## config.mk

```make
export PLATFORM = sky130hd
export DESIGN_NAME = hl_control
export DESIGN_NICKNAME = d
export VERILOG_FILES = /design/src/verilog/hl_ctrl_pkg.sv /design/src/verilog/cmd_if.sv /design/src/verilog/powerup_sequencer.sv /design/src/verilog/cmd_receiver.sv /design/src/verilog/io_controller.sv /design/src/verilog/hl_control.sv
export SDC_FILE = /design/constraint.sdc
export NUM_CORES = 1
export LEC_CHECK = 0
export BUFFER_PORTS_ARGS = -buffer_cell sky130_fd_sc_hd__buf_2
export CAP_MARGIN = 20
export CORE_AREA = 2 2 92 94
export CTS_CLUSTER_SIZE = 10
export DETAILED_ROUTE_END_ITERATION = 7
export DIE_AREA = 0 0 94 96
export GPL_TIMING_DRIVEN = 0
export PLACE_DENSITY = 0.77
export SLEW_MARGIN = 10
export SYNTH_ARGS = -nofsm -noshare
export SYNTH_HDL_FRONTEND = slang
export SYNTH_SLANG_ARGS = --single-unit
export TNS_END_PERCENT = 10
```

## constraint.sdc

```tcl
create_clock -name clock_2_5MHz -period 3.11 [get_ports clock_2_5MHz]
set_clock_uncertainty 0.15 [all_clocks]
set_input_delay 0.311 -clock clock_2_5MHz [delete_from_list [all_inputs] [get_ports clock_2_5MHz]]
set_output_delay 0.311 -clock clock_2_5MHz [all_outputs]
set_load 0.01 [all_outputs]
```

## src/verilog/hl_ctrl_pkg.sv

```systemverilog
package hl_ctrl_pkg;

  ////////////////////
  // Widths

  localparam int CMD_ADDR_W  = 6;
  localparam int CMD_DATA_W  = 32;
  // PTT, address, clip flag and data word
  localparam int RESP_W      = 40;

  // Top bit of the power-up counter marks the end of counting
  localparam int RESET_CNT_W = 16;

  ////////////////////
  // Power-up thresholds

  // About 410 us at 2.5 MHz
  localparam logic [RESET_CNT_W-1:0] I2C_RST_END   = 16'd1024;
  // About 820 us
  localparam logic [RESET_CNT_W-1:0] I2C_START_END = 16'd2048;
  // About 6.5 ms
  localparam logic [RESET_CNT_W-1:0] CORE_RST_END  = 16'd16384;

  ////////////////////
  // Board identity

  localparam logic [7:0] SERIAL_NO = 8'd60;

  ////////////////////
  // Types

  // Addresses without a name here are echoed back
  typedef enum logic [CMD_ADDR_W-1:0] {
    ADDR_STATUS     = 6'd0,
    ADDR_CLIP_CLEAR = 6'd1
  } cmd_addr_e;

  typedef enum logic [1:0] {
    SEQ_WAIT_ETH,
    SEQ_COUNT,
    SEQ_WAIT_PLL,
    SEQ_RUN
  } seq_state_e;

endpackage

```

## src/verilog/cmd_if.sv

```systemverilog
`timescale 1ns/1ps

// Captured command, handed from the receiver to the IO controller
interface cmd_if;

  // One-cycle request pulse
  logic                                 rqst;
  // Fields below are stable from rqst until the next rqst
  hl_ctrl_pkg::cmd_addr_e               addr;
  logic [hl_ctrl_pkg::CMD_DATA_W-1:0]   data;
  logic                                 ptt;
  logic                                 requires_resp;

  modport source (
    output rqst,
    output addr,
    output data,
    output ptt,
    output requires_resp
  );

  modport sink (
    input rqst,
    input addr,
    input data,
    input ptt,
    input requires_resp
  );

endinterface

```

## src/verilog/powerup_sequencer.sv

```systemverilog
`timescale 1ns/1ps

module powerup_sequencer (
  input  logic clock_2_5MHz,
  input  logic reset_i,
  input  logic ethpll_locked_i,
  input  logic phy_rst_n_i,
  input  logic ad9866pll_locked_i,
  output logic clk_i2c_rst_o,
  output logic clk_i2c_start_o,
  output logic core_rst_o,
  output logic ad9866_rst_n_o
);

  localparam int TOP = hl_ctrl_pkg::RESET_CNT_W - 1;

  logic                              eth_up;
  logic                              count_en;
  logic [hl_ctrl_pkg::RESET_CNT_W-1:0] reset_cnt;
  hl_ctrl_pkg::seq_state_e           state_q;
  hl_ctrl_pkg::seq_state_e           state_d;

  // Network PLL locked and PHY out of reset
  assign eth_up   = ethpll_locked_i & phy_rst_n_i;
  // Pauses without clearing while the network is down
  assign count_en = eth_up & ~reset_cnt[TOP];

  ////////////////////
  // Sequencer FSM

  always_comb begin
    state_d = state_q;
    unique case (state_q)
      hl_ctrl_pkg::SEQ_WAIT_ETH: begin
        if (eth_up) state_d = hl_ctrl_pkg::SEQ_COUNT;
      end
      hl_ctrl_pkg::SEQ_COUNT: begin
        // Straight to run if the converter PLL is already locked
        if (reset_cnt[TOP]) begin
          state_d = ad9866pll_locked_i ? hl_ctrl_pkg::SEQ_RUN : hl_ctrl_pkg::SEQ_WAIT_PLL;
        end
      end
      hl_ctrl_pkg::SEQ_WAIT_PLL: begin
        if (ad9866pll_locked_i) state_d = hl_ctrl_pkg::SEQ_RUN;
      end
      default: state_d = hl_ctrl_pkg::SEQ_RUN;
    endcase
  end

  always_ff @(posedge clock_2_5MHz) begin
    if (reset_i) begin
      state_q   <= hl_ctrl_pkg::SEQ_WAIT_ETH;
      reset_cnt <= '0;
    end else begin
      state_q <= state_d;
      if (count_en) reset_cnt <= reset_cnt + hl_ctrl_pkg::RESET_CNT_W'(1);
    end
  end

  ////////////////////
  // Staged reset levels

  always_ff @(posedge clock_2_5MHz) begin
    if (reset_i) begin
      clk_i2c_rst_o   <= 1'b1;
      clk_i2c_start_o <= 1'b1;
      core_rst_o      <= 1'b1;
      ad9866_rst_n_o  <= 1'b0;
    end else begin
      clk_i2c_rst_o   <= reset_cnt < hl_ctrl_pkg::I2C_RST_END;
      clk_i2c_start_o <= reset_cnt < hl_ctrl_pkg::I2C_START_END;
      core_rst_o      <= reset_cnt < hl_ctrl_pkg::CORE_RST_END;
      // Converter leaves reset once and stays out
      if (state_d == hl_ctrl_pkg::SEQ_RUN) ad9866_rst_n_o <= 1'b1;
    end
  end

  // Converter must never run ahead of the core logic
  a_conv_after_core : assert property (
    @(posedge clock_2_5MHz) disable iff (reset_i)
    ad9866_rst_n_o |-> !core_rst_o
  );

endmodule

```

## src/verilog/cmd_receiver.sv

```systemverilog
`timescale 1ns/1ps

module cmd_receiver (
  input  logic                                clock_2_5MHz,
  input  logic                                reset_i,
  input  logic                                cmd_cnt_i,
  input  logic [hl_ctrl_pkg::CMD_ADDR_W-1:0]  cmd_addr_i,
  input  logic [hl_ctrl_pkg::CMD_DATA_W-1:0]  cmd_data_i,
  input  logic                                cmd_ptt_i,
  input  logic                                cmd_requires_resp_i,
  cmd_if.source                               cmd
);

  logic cnt_meta;
  logic cnt_sync;
  logic cnt_hist;
  logic cnt_changed;

  // Any edge on the synchronized toggle is a new command
  assign cnt_changed = cnt_sync ^ cnt_hist;

  ////////////////////
  // Toggle synchronizer

  always_ff @(posedge clock_2_5MHz) begin
    if (reset_i) begin
      cnt_meta <= 1'b0;
      cnt_sync <= 1'b0;
      cnt_hist <= 1'b0;
      cmd.rqst <= 1'b0;
    end else begin
      cnt_meta <= cmd_cnt_i;
      cnt_sync <= cnt_meta;
      cnt_hist <= cnt_sync;
      cmd.rqst <= cnt_changed;
    end
  end

  ////////////////////
  // Command capture

  // Source holds the fields long enough, so they are sampled directly
  always_ff @(posedge clock_2_5MHz) begin
    if (cnt_changed) begin
      cmd.addr          <= hl_ctrl_pkg::cmd_addr_e'(cmd_addr_i);
      cmd.data          <= cmd_data_i;
      cmd.ptt           <= cmd_ptt_i;
      cmd.requires_resp <= cmd_requires_resp_i;
    end
  end

  // One request per toggle
  a_rqst_single : assert property (
    @(posedge clock_2_5MHz) disable iff (reset_i)
    cmd.rqst |=> !cmd.rqst
  );

endmodule

```

## src/verilog/io_controller.sv

```systemverilog
`timescale 1ns/1ps

module io_controller (
  input  logic                              clock_2_5MHz,
  input  logic                              reset_i,
  input  logic                              core_rst_i,
  cmd_if.sink                               cmd,
  input  logic                              rxclipp_i,
  input  logic                              rxclipn_i,
  input  logic                              thismac_i,
  input  logic                              run_i,
  output logic [hl_ctrl_pkg::RESP_W-1:0]    resp_o,
  output logic                              resp_valid_o,
  output logic                              ptt_o,
  output logic                              led_clip_o
);

  // Status bits in response order: run, thismac, clipn, clipp
  logic [3:0]                         status_meta;
  logic [3:0]                         status_sync;
  logic                               clip_any;
  logic                               clip_sticky;
  logic                               accept;
  logic                               clip_clear;
  logic [hl_ctrl_pkg::CMD_DATA_W-1:0] status_word;
  logic [hl_ctrl_pkg::CMD_DATA_W-1:0] resp_data;

  ////////////////////
  // Status synchronizers

  always_ff @(posedge clock_2_5MHz) begin
    if (reset_i) begin
      status_meta <= '0;
      status_sync <= '0;
    end else begin
      status_meta <= {run_i, thismac_i, rxclipn_i, rxclipp_i};
      status_sync <= status_meta;
    end
  end

  assign clip_any = status_sync[1] | status_sync[0];

  ////////////////////
  // Command decode

  // Nothing is accepted until the core leaves reset
  assign accept     = cmd.rqst & ~core_rst_i;
  assign clip_clear = accept & (cmd.addr == hl_ctrl_pkg::ADDR_CLIP_CLEAR);

  assign status_word = {hl_ctrl_pkg::SERIAL_NO, 20'd0, status_sync};

  always_comb begin
    if (cmd.addr == hl_ctrl_pkg::ADDR_STATUS) begin
      resp_data = status_word;
    end else begin
      resp_data = cmd.data;
    end
  end

  ////////////////////
  // Sticky clip and PTT

  always_ff @(posedge clock_2_5MHz) begin
    if (reset_i) begin
      clip_sticky <= 1'b0;
      ptt_o       <= 1'b0;
    end else begin
      // An active clip input wins over a clear
      if (clip_any) begin
        clip_sticky <= 1'b1;
      end else if (clip_clear) begin
        clip_sticky <= 1'b0;
      end
      if (accept) ptt_o <= cmd.ptt;
    end
  end

  assign led_clip_o = clip_sticky;

  ////////////////////
  // Response

  always_ff @(posedge clock_2_5MHz) begin
    if (reset_i) begin
      resp_valid_o <= 1'b0;
    end else begin
      resp_valid_o <= accept & cmd.requires_resp;
    end
  end

  // Clip bit reports the flag as it stood before this command
  always_ff @(posedge clock_2_5MHz) begin
    if (accept && cmd.requires_resp) begin
      resp_o <= {cmd.ptt, cmd.addr, clip_sticky, resp_data};
    end
  end

  // Core reset comes from the sequencer, responses must wait for it
  a_no_resp_in_reset : assert property (
    @(posedge clock_2_5MHz) disable iff (reset_i)
    !(resp_valid_o && core_rst_i)
  );

endmodule

```

## src/verilog/hl_control.sv

```systemverilog
`timescale 1ns/1ps

module hl_control (
  input  logic                                clock_2_5MHz,
  input  logic                                reset_i,

  // Power-up
  input  logic                                ethpll_locked_i,
  input  logic                                phy_rst_n_i,
  input  logic                                ad9866pll_locked_i,
  output logic                                clk_i2c_rst_o,
  output logic                                clk_i2c_start_o,
  output logic                                core_rst_o,
  output logic                                ad9866_rst_n_o,

  // Command from the downstream protocol domain
  input  logic                                cmd_cnt_i,
  input  logic [hl_ctrl_pkg::CMD_ADDR_W-1:0]  cmd_addr_i,
  input  logic [hl_ctrl_pkg::CMD_DATA_W-1:0]  cmd_data_i,
  input  logic                                cmd_ptt_i,
  input  logic                                cmd_requires_resp_i,

  // Status levels, asynchronous
  input  logic                                rxclipp_i,
  input  logic                                rxclipn_i,
  input  logic                                thismac_i,
  input  logic                                run_i,

  output logic [hl_ctrl_pkg::RESP_W-1:0]      resp_o,
  output logic                                resp_valid_o,
  output logic                                ptt_o,
  output logic                                led_clip_o
);

  logic core_rst;

  cmd_if cmd_bus ();

  assign core_rst_o = core_rst;

  ////////////////////
  // Reset staging

  powerup_sequencer powerup_sequencer_i (
    .clock_2_5MHz       (clock_2_5MHz),
    .reset_i            (reset_i),
    .ethpll_locked_i    (ethpll_locked_i),
    .phy_rst_n_i        (phy_rst_n_i),
    .ad9866pll_locked_i (ad9866pll_locked_i),
    .clk_i2c_rst_o      (clk_i2c_rst_o),
    .clk_i2c_start_o    (clk_i2c_start_o),
    .core_rst_o         (core_rst),
    .ad9866_rst_n_o     (ad9866_rst_n_o)
  );

  ////////////////////
  // Command path

  cmd_receiver cmd_receiver_i (
    .clock_2_5MHz        (clock_2_5MHz),
    .reset_i             (reset_i),
    .cmd_cnt_i           (cmd_cnt_i),
    .cmd_addr_i          (cmd_addr_i),
    .cmd_data_i          (cmd_data_i),
    .cmd_ptt_i           (cmd_ptt_i),
    .cmd_requires_resp_i (cmd_requires_resp_i),
    .cmd                 (cmd_bus.source)
  );

  io_controller io_controller_i (
    .clock_2_5MHz (clock_2_5MHz),
    .reset_i      (reset_i),
    .core_rst_i   (core_rst),
    .cmd          (cmd_bus.sink),
    .rxclipp_i    (rxclipp_i),
    .rxclipn_i    (rxclipn_i),
    .thismac_i    (thismac_i),
    .run_i        (run_i),
    .resp_o       (resp_o),
    .resp_valid_o (resp_valid_o),
    .ptt_o        (ptt_o),
    .led_clip_o   (led_clip_o)
  );

endmodule

```

==> results.md <==
- The most used flip-flop cell after synthesis is edfxtp_1.
- The synthesis warning total is 0.
- The total DRC errors in the routed layout is 0.
- The portion of the post-synthesis area used by sequential elements is 76.5%.
- The data required time of the critical path is 3.21 ns.
- Detailed placement finished with a half-perimeter wire length of 5050 um.
- The synthesized netlist occupies a cell area of 0.00411 mm^2.
- The post-route netlist has 33.8% of its cells at a drive strength greater than 1.
- The areal power density over the cells is 670 mW/mm^2.
- The total global routing track utilization is 20.3%.
- The standard-cell row count is 33.
- The initial antenna violation count was 0.
- The critical path's slowest cell is or4_4.
- The die span in y is 96 um.
- Walking the worst path, the cells encountered are or4_4, nor3_4, buf_6, mux2_1.
- Setup repair after global routing left no endpoint under its margin.
- The number of distinct library cells after synthesis is 39.
- The commonest cells after synthesis are 80 x edfxtp_1, 41 x nor2b_1, 37 x dfxtp_1, 12 x nor2_1, 8 x a21oi_1.
- The total die area is 0.00902 mm^2.
- Entering global routing, the biggest net connects 34 pins.
- The count of max-cap constraint violations is 0.
- The maximum resistive drop on vdd is 457 uV.
- CTS saw 117 sinks.
- The count of nets left with antenna violations after detail routing is 0.
- Together, buffers and inverters on the worst path number 1.
- The first-pass GRT wire length is 13100 um.
- The count of endpoints failing hold in the final timing report came to 0.
- The launch instance of the worst min-delay path is phy_rst_n_i.
- The number of filler cells placed in the layout is 482.
- The worst pin sits at a relative slew slack of 57.6%.
- The count of cell instances traversed by the critical path is 4.
- The worst setup slack after placement is 0.964 ns.
- The classification of the worst-slack hold path is input port to register.
- A synthesized cell averages 15.6 um^2.
- The async set-or-reset flop fraction in the synthesized netlist is 0%.
- Dividing the final minimum period by the clock period gives 70.1%.
- 97 I/O pins were placed.
- The slew at the pin closest to its max-slew limit is 0.636 ns.
- The startpoint of the worst-slack reg-to-reg timing path is cmd_receiver_i.cmd.addr[1]$_DFFE_PP_.
- The net count of the finished layout is 479.
- Along the worst path, the maximum fanout reaches 10.
- In the final routed layout, each cell accounts on average for 16.1 um.
- The final period demand of the worst path is 2.18 ns.
- The first detailed-routing pass ran for 4 iterations.
- The total leakage power is 2.27 nW.
- The clock-pin slew on the worst setup and hold paths is 0.06 ns.
- The portion of synthesized cell area occupied by the leading cell type is 58.4%.
- The clock latency on the worst-skew pair is 0.51 ns.
- The longest clock path from root to sink contains 2 buffers.
- The most instantiated library cell after synthesis is edfxtp_1.
- The CTS tree is yes.
- In this run the worst setup path begins at cmd_receiver_i.cmd.addr[1]$_DFFE_PP_.
- In the routed layout, each cell is associated on average with a via count of 4.90.
- Broken down by cell family, the worst path's largest delay share belongs to simple AND/OR/NAND/NOR gates.
- The cell count after synthesis is 264.
- The top cell type by total area after synthesis is edfxtp_1.
- Setup slack closes at 0.930 ns.
- The clock tree synthesis step divided the H-tree into 4 levels.
- The total inserted antenna cells is 0.
- By area the synthesized netlist is led by edfxtp_1 58%, dfxtp_1 18%, nor2b_1 6.2%.
- The critical path start-end classification is register to register.
- The core box area is 0.00805 mm^2.
- The number of global-route vias before repair is 2661.
- Cells fill 73.3% of the core in the end.
- Input and output buffers added on the ports amount to 96.
- Counting flops and latches in the post-synthesis netlist gives 117.
- The finished cells cover 0.00590 mm^2.
- The root buffer selected by CTS is clkbuf_8.
- Measured in cells, the most critical reg-to-reg path has a length of 4.
- The reg2reg setup slack is 0.93 ns.
- The effective utilization at floorplan is 51.0%.
- The layout-stage area growth over the synthesis result is 43.6%.
- Wires add up to 8790 um.
- The violation count after the first detailed-routing iteration is 120.
- The delay of the slowest cell on the worst path is 0.57 ns.
- The synthesized netlist net count is 315.
- STA classifies the critical path startpoint as a register.
- The number of buffers inserted to repair setup after CTS is 0.
- The final estimated routing congestion in global placement is 0.730.
- The top achievable clock speed is 459 MHz.
- After global routing the overflow that remains totals 0.
- The setup violation total in the final timing report is 0.
- The die is 94 um wide.
- The number of CTS-inserted buffers is 17.
- Along the worst hold path, the cell count comes to 4.
- The final route contains 2677 vias.
- The critical path data arrival time is 2.28 ns.
- In this run, synthesis inferred 80 flip-flops with an integrated enable.
- The element type at the critical path end is a register.
- The placement-stage cell area is 0.00479 mm^2.
- The flow ran to the end, and the final reports show no timing, DRC or antenna violations.
- The count of final max-slew check failures came to 0.
## kinds of logic (layout without fill, tap and decap cells)
kind of cell	Yosys count	in the layout	share of synthesized area [%]
flops	117	117	76.5
compound gates	21	21	3.20
simple gates	98	98	14.9
mux	12	12	3.20
fa+ha+maj	1	1	0.304
buf+inv	12	189	1.34
xor+xnor	3	3	0.639
## per-layer routing
metal	vias up	share of wire, %	wire (um)	GRT usage [%]
met5	-	0	0	0
met4	0	1.1	99	7.61
met3	9	3.9	347	7.13
met2	79	55	4840	36.8
met1	1282	40	3510	21.8
li1	1307	-	-	-
## per-stage QoR
stage	TNS, ns	cells	hold slack, ns	power (mW)
CTS	0	546	0.0762	3.98
floorplan	0	264	0.260	1.79
global placement	-18.47	465	0.266	1.84
global route	0	546	0.106	4.08
finish	0	546	0.106	3.96
detailed placement	0	467	0.283	1.85
## tightest hold or removal path, stage by stage
cell and delay (ns):
buf_2 0.13, nand4b_1 0.10, or4_1 0.10, a21oi_1 0.05
## worst paths after layout
check / endpoint
setup reg to reg: io_controller_i.resp_o[1]$_DFFE_PP_
hold / removal: powerup_sequencer_i.reset_cnt[8]$_SDFFE_PP0P_
setup / recovery: io_controller_i.resp_o[1]$_DFFE_PP_
hold reg to reg: io_controller_i.status_sync[3]$_SDFF_PP0_
## what timing repair did
| action | CTS | global route |
|---|---|---|
| resized for setup | 0 | 0 |
| hold buffers | 47 | 0 |
| hold endpoints to repair | 47 | 0 |
## where the power goes
| group | switching [mW] | leakage [nW] | internal (mW) |
|---|---|---|---|
| Sequential | 0.0158 | 1.03 | 1.70 |
| Combinational | 0.0627 | 0.936 | 0.0882 |
| Clock | 0.698 | 0.307 | 1.39 |
| Total | 0.776 | 2.27 | 3.18 |
## layout by cell type, fill, tap and decap left out, types with 5 or more instances in the layout
cell type	n
buf_2	98
edfxtp_1	80
dlygate4sd3_1	47
nor2b_1	41
dfxtp_1	37
clkbuf_16	16
nor2_1	12
a21oi_1	8
mux2_2	7
nor4_1	7
clkbuf_1	6
or2_2	5
o31ai_1	5
or4_1	5
bufinv_16	5
## area by class of cell
type | instances | area, um^2 | share of cell area [%]
flip-flops and latches | 117 | 3140 | 53.2
repair buffers | 145 | 998 | 16.9
multi-input cells | 135 | 932 | 15.8
clock buffers | 18 | 418 | 7.08
clock inverters | 14 | 225 | 3.82
well taps | 105 | 131 | 2.23
plain buffers | 9 | 43.8 | 0.742
inverters | 3 | 11.3 | 0.191
## sequential cells by signal, indices dropped and copies added (netlist names)
signal / cells
io_controller_i.ptt_o: 1
powerup_sequencer_i.core_rst_o: 1
io_controller_i.status_sync: 4
powerup_sequencer_i.state_q: 2
cmd_receiver_i.cmd.rqst: 1
cmd_receiver_i.cmd.ptt: 1
cmd_receiver_i.cmd.data: 32
cmd_receiver_i.cmd.addr: 6
powerup_sequencer_i.ad9866_rst_n_o: 1
cmd_receiver_i.cnt_sync: 1
cmd_receiver_i.cnt_meta: 1
powerup_sequencer_i.reset_cnt: 16
io_controller_i.status_meta: 4
cmd_receiver_i.cnt_hist: 1
powerup_sequencer_i.clk_i2c_start_o: 1
io_controller_i.resp_o: 40
powerup_sequencer_i.clk_i2c_rst_o: 1
io_controller_i.led_clip_o: 1
cmd_receiver_i.cmd.requires_resp: 1
io_controller_i.resp_valid_o: 1
No activity file was read; power rests on OpenSTA's default activity.
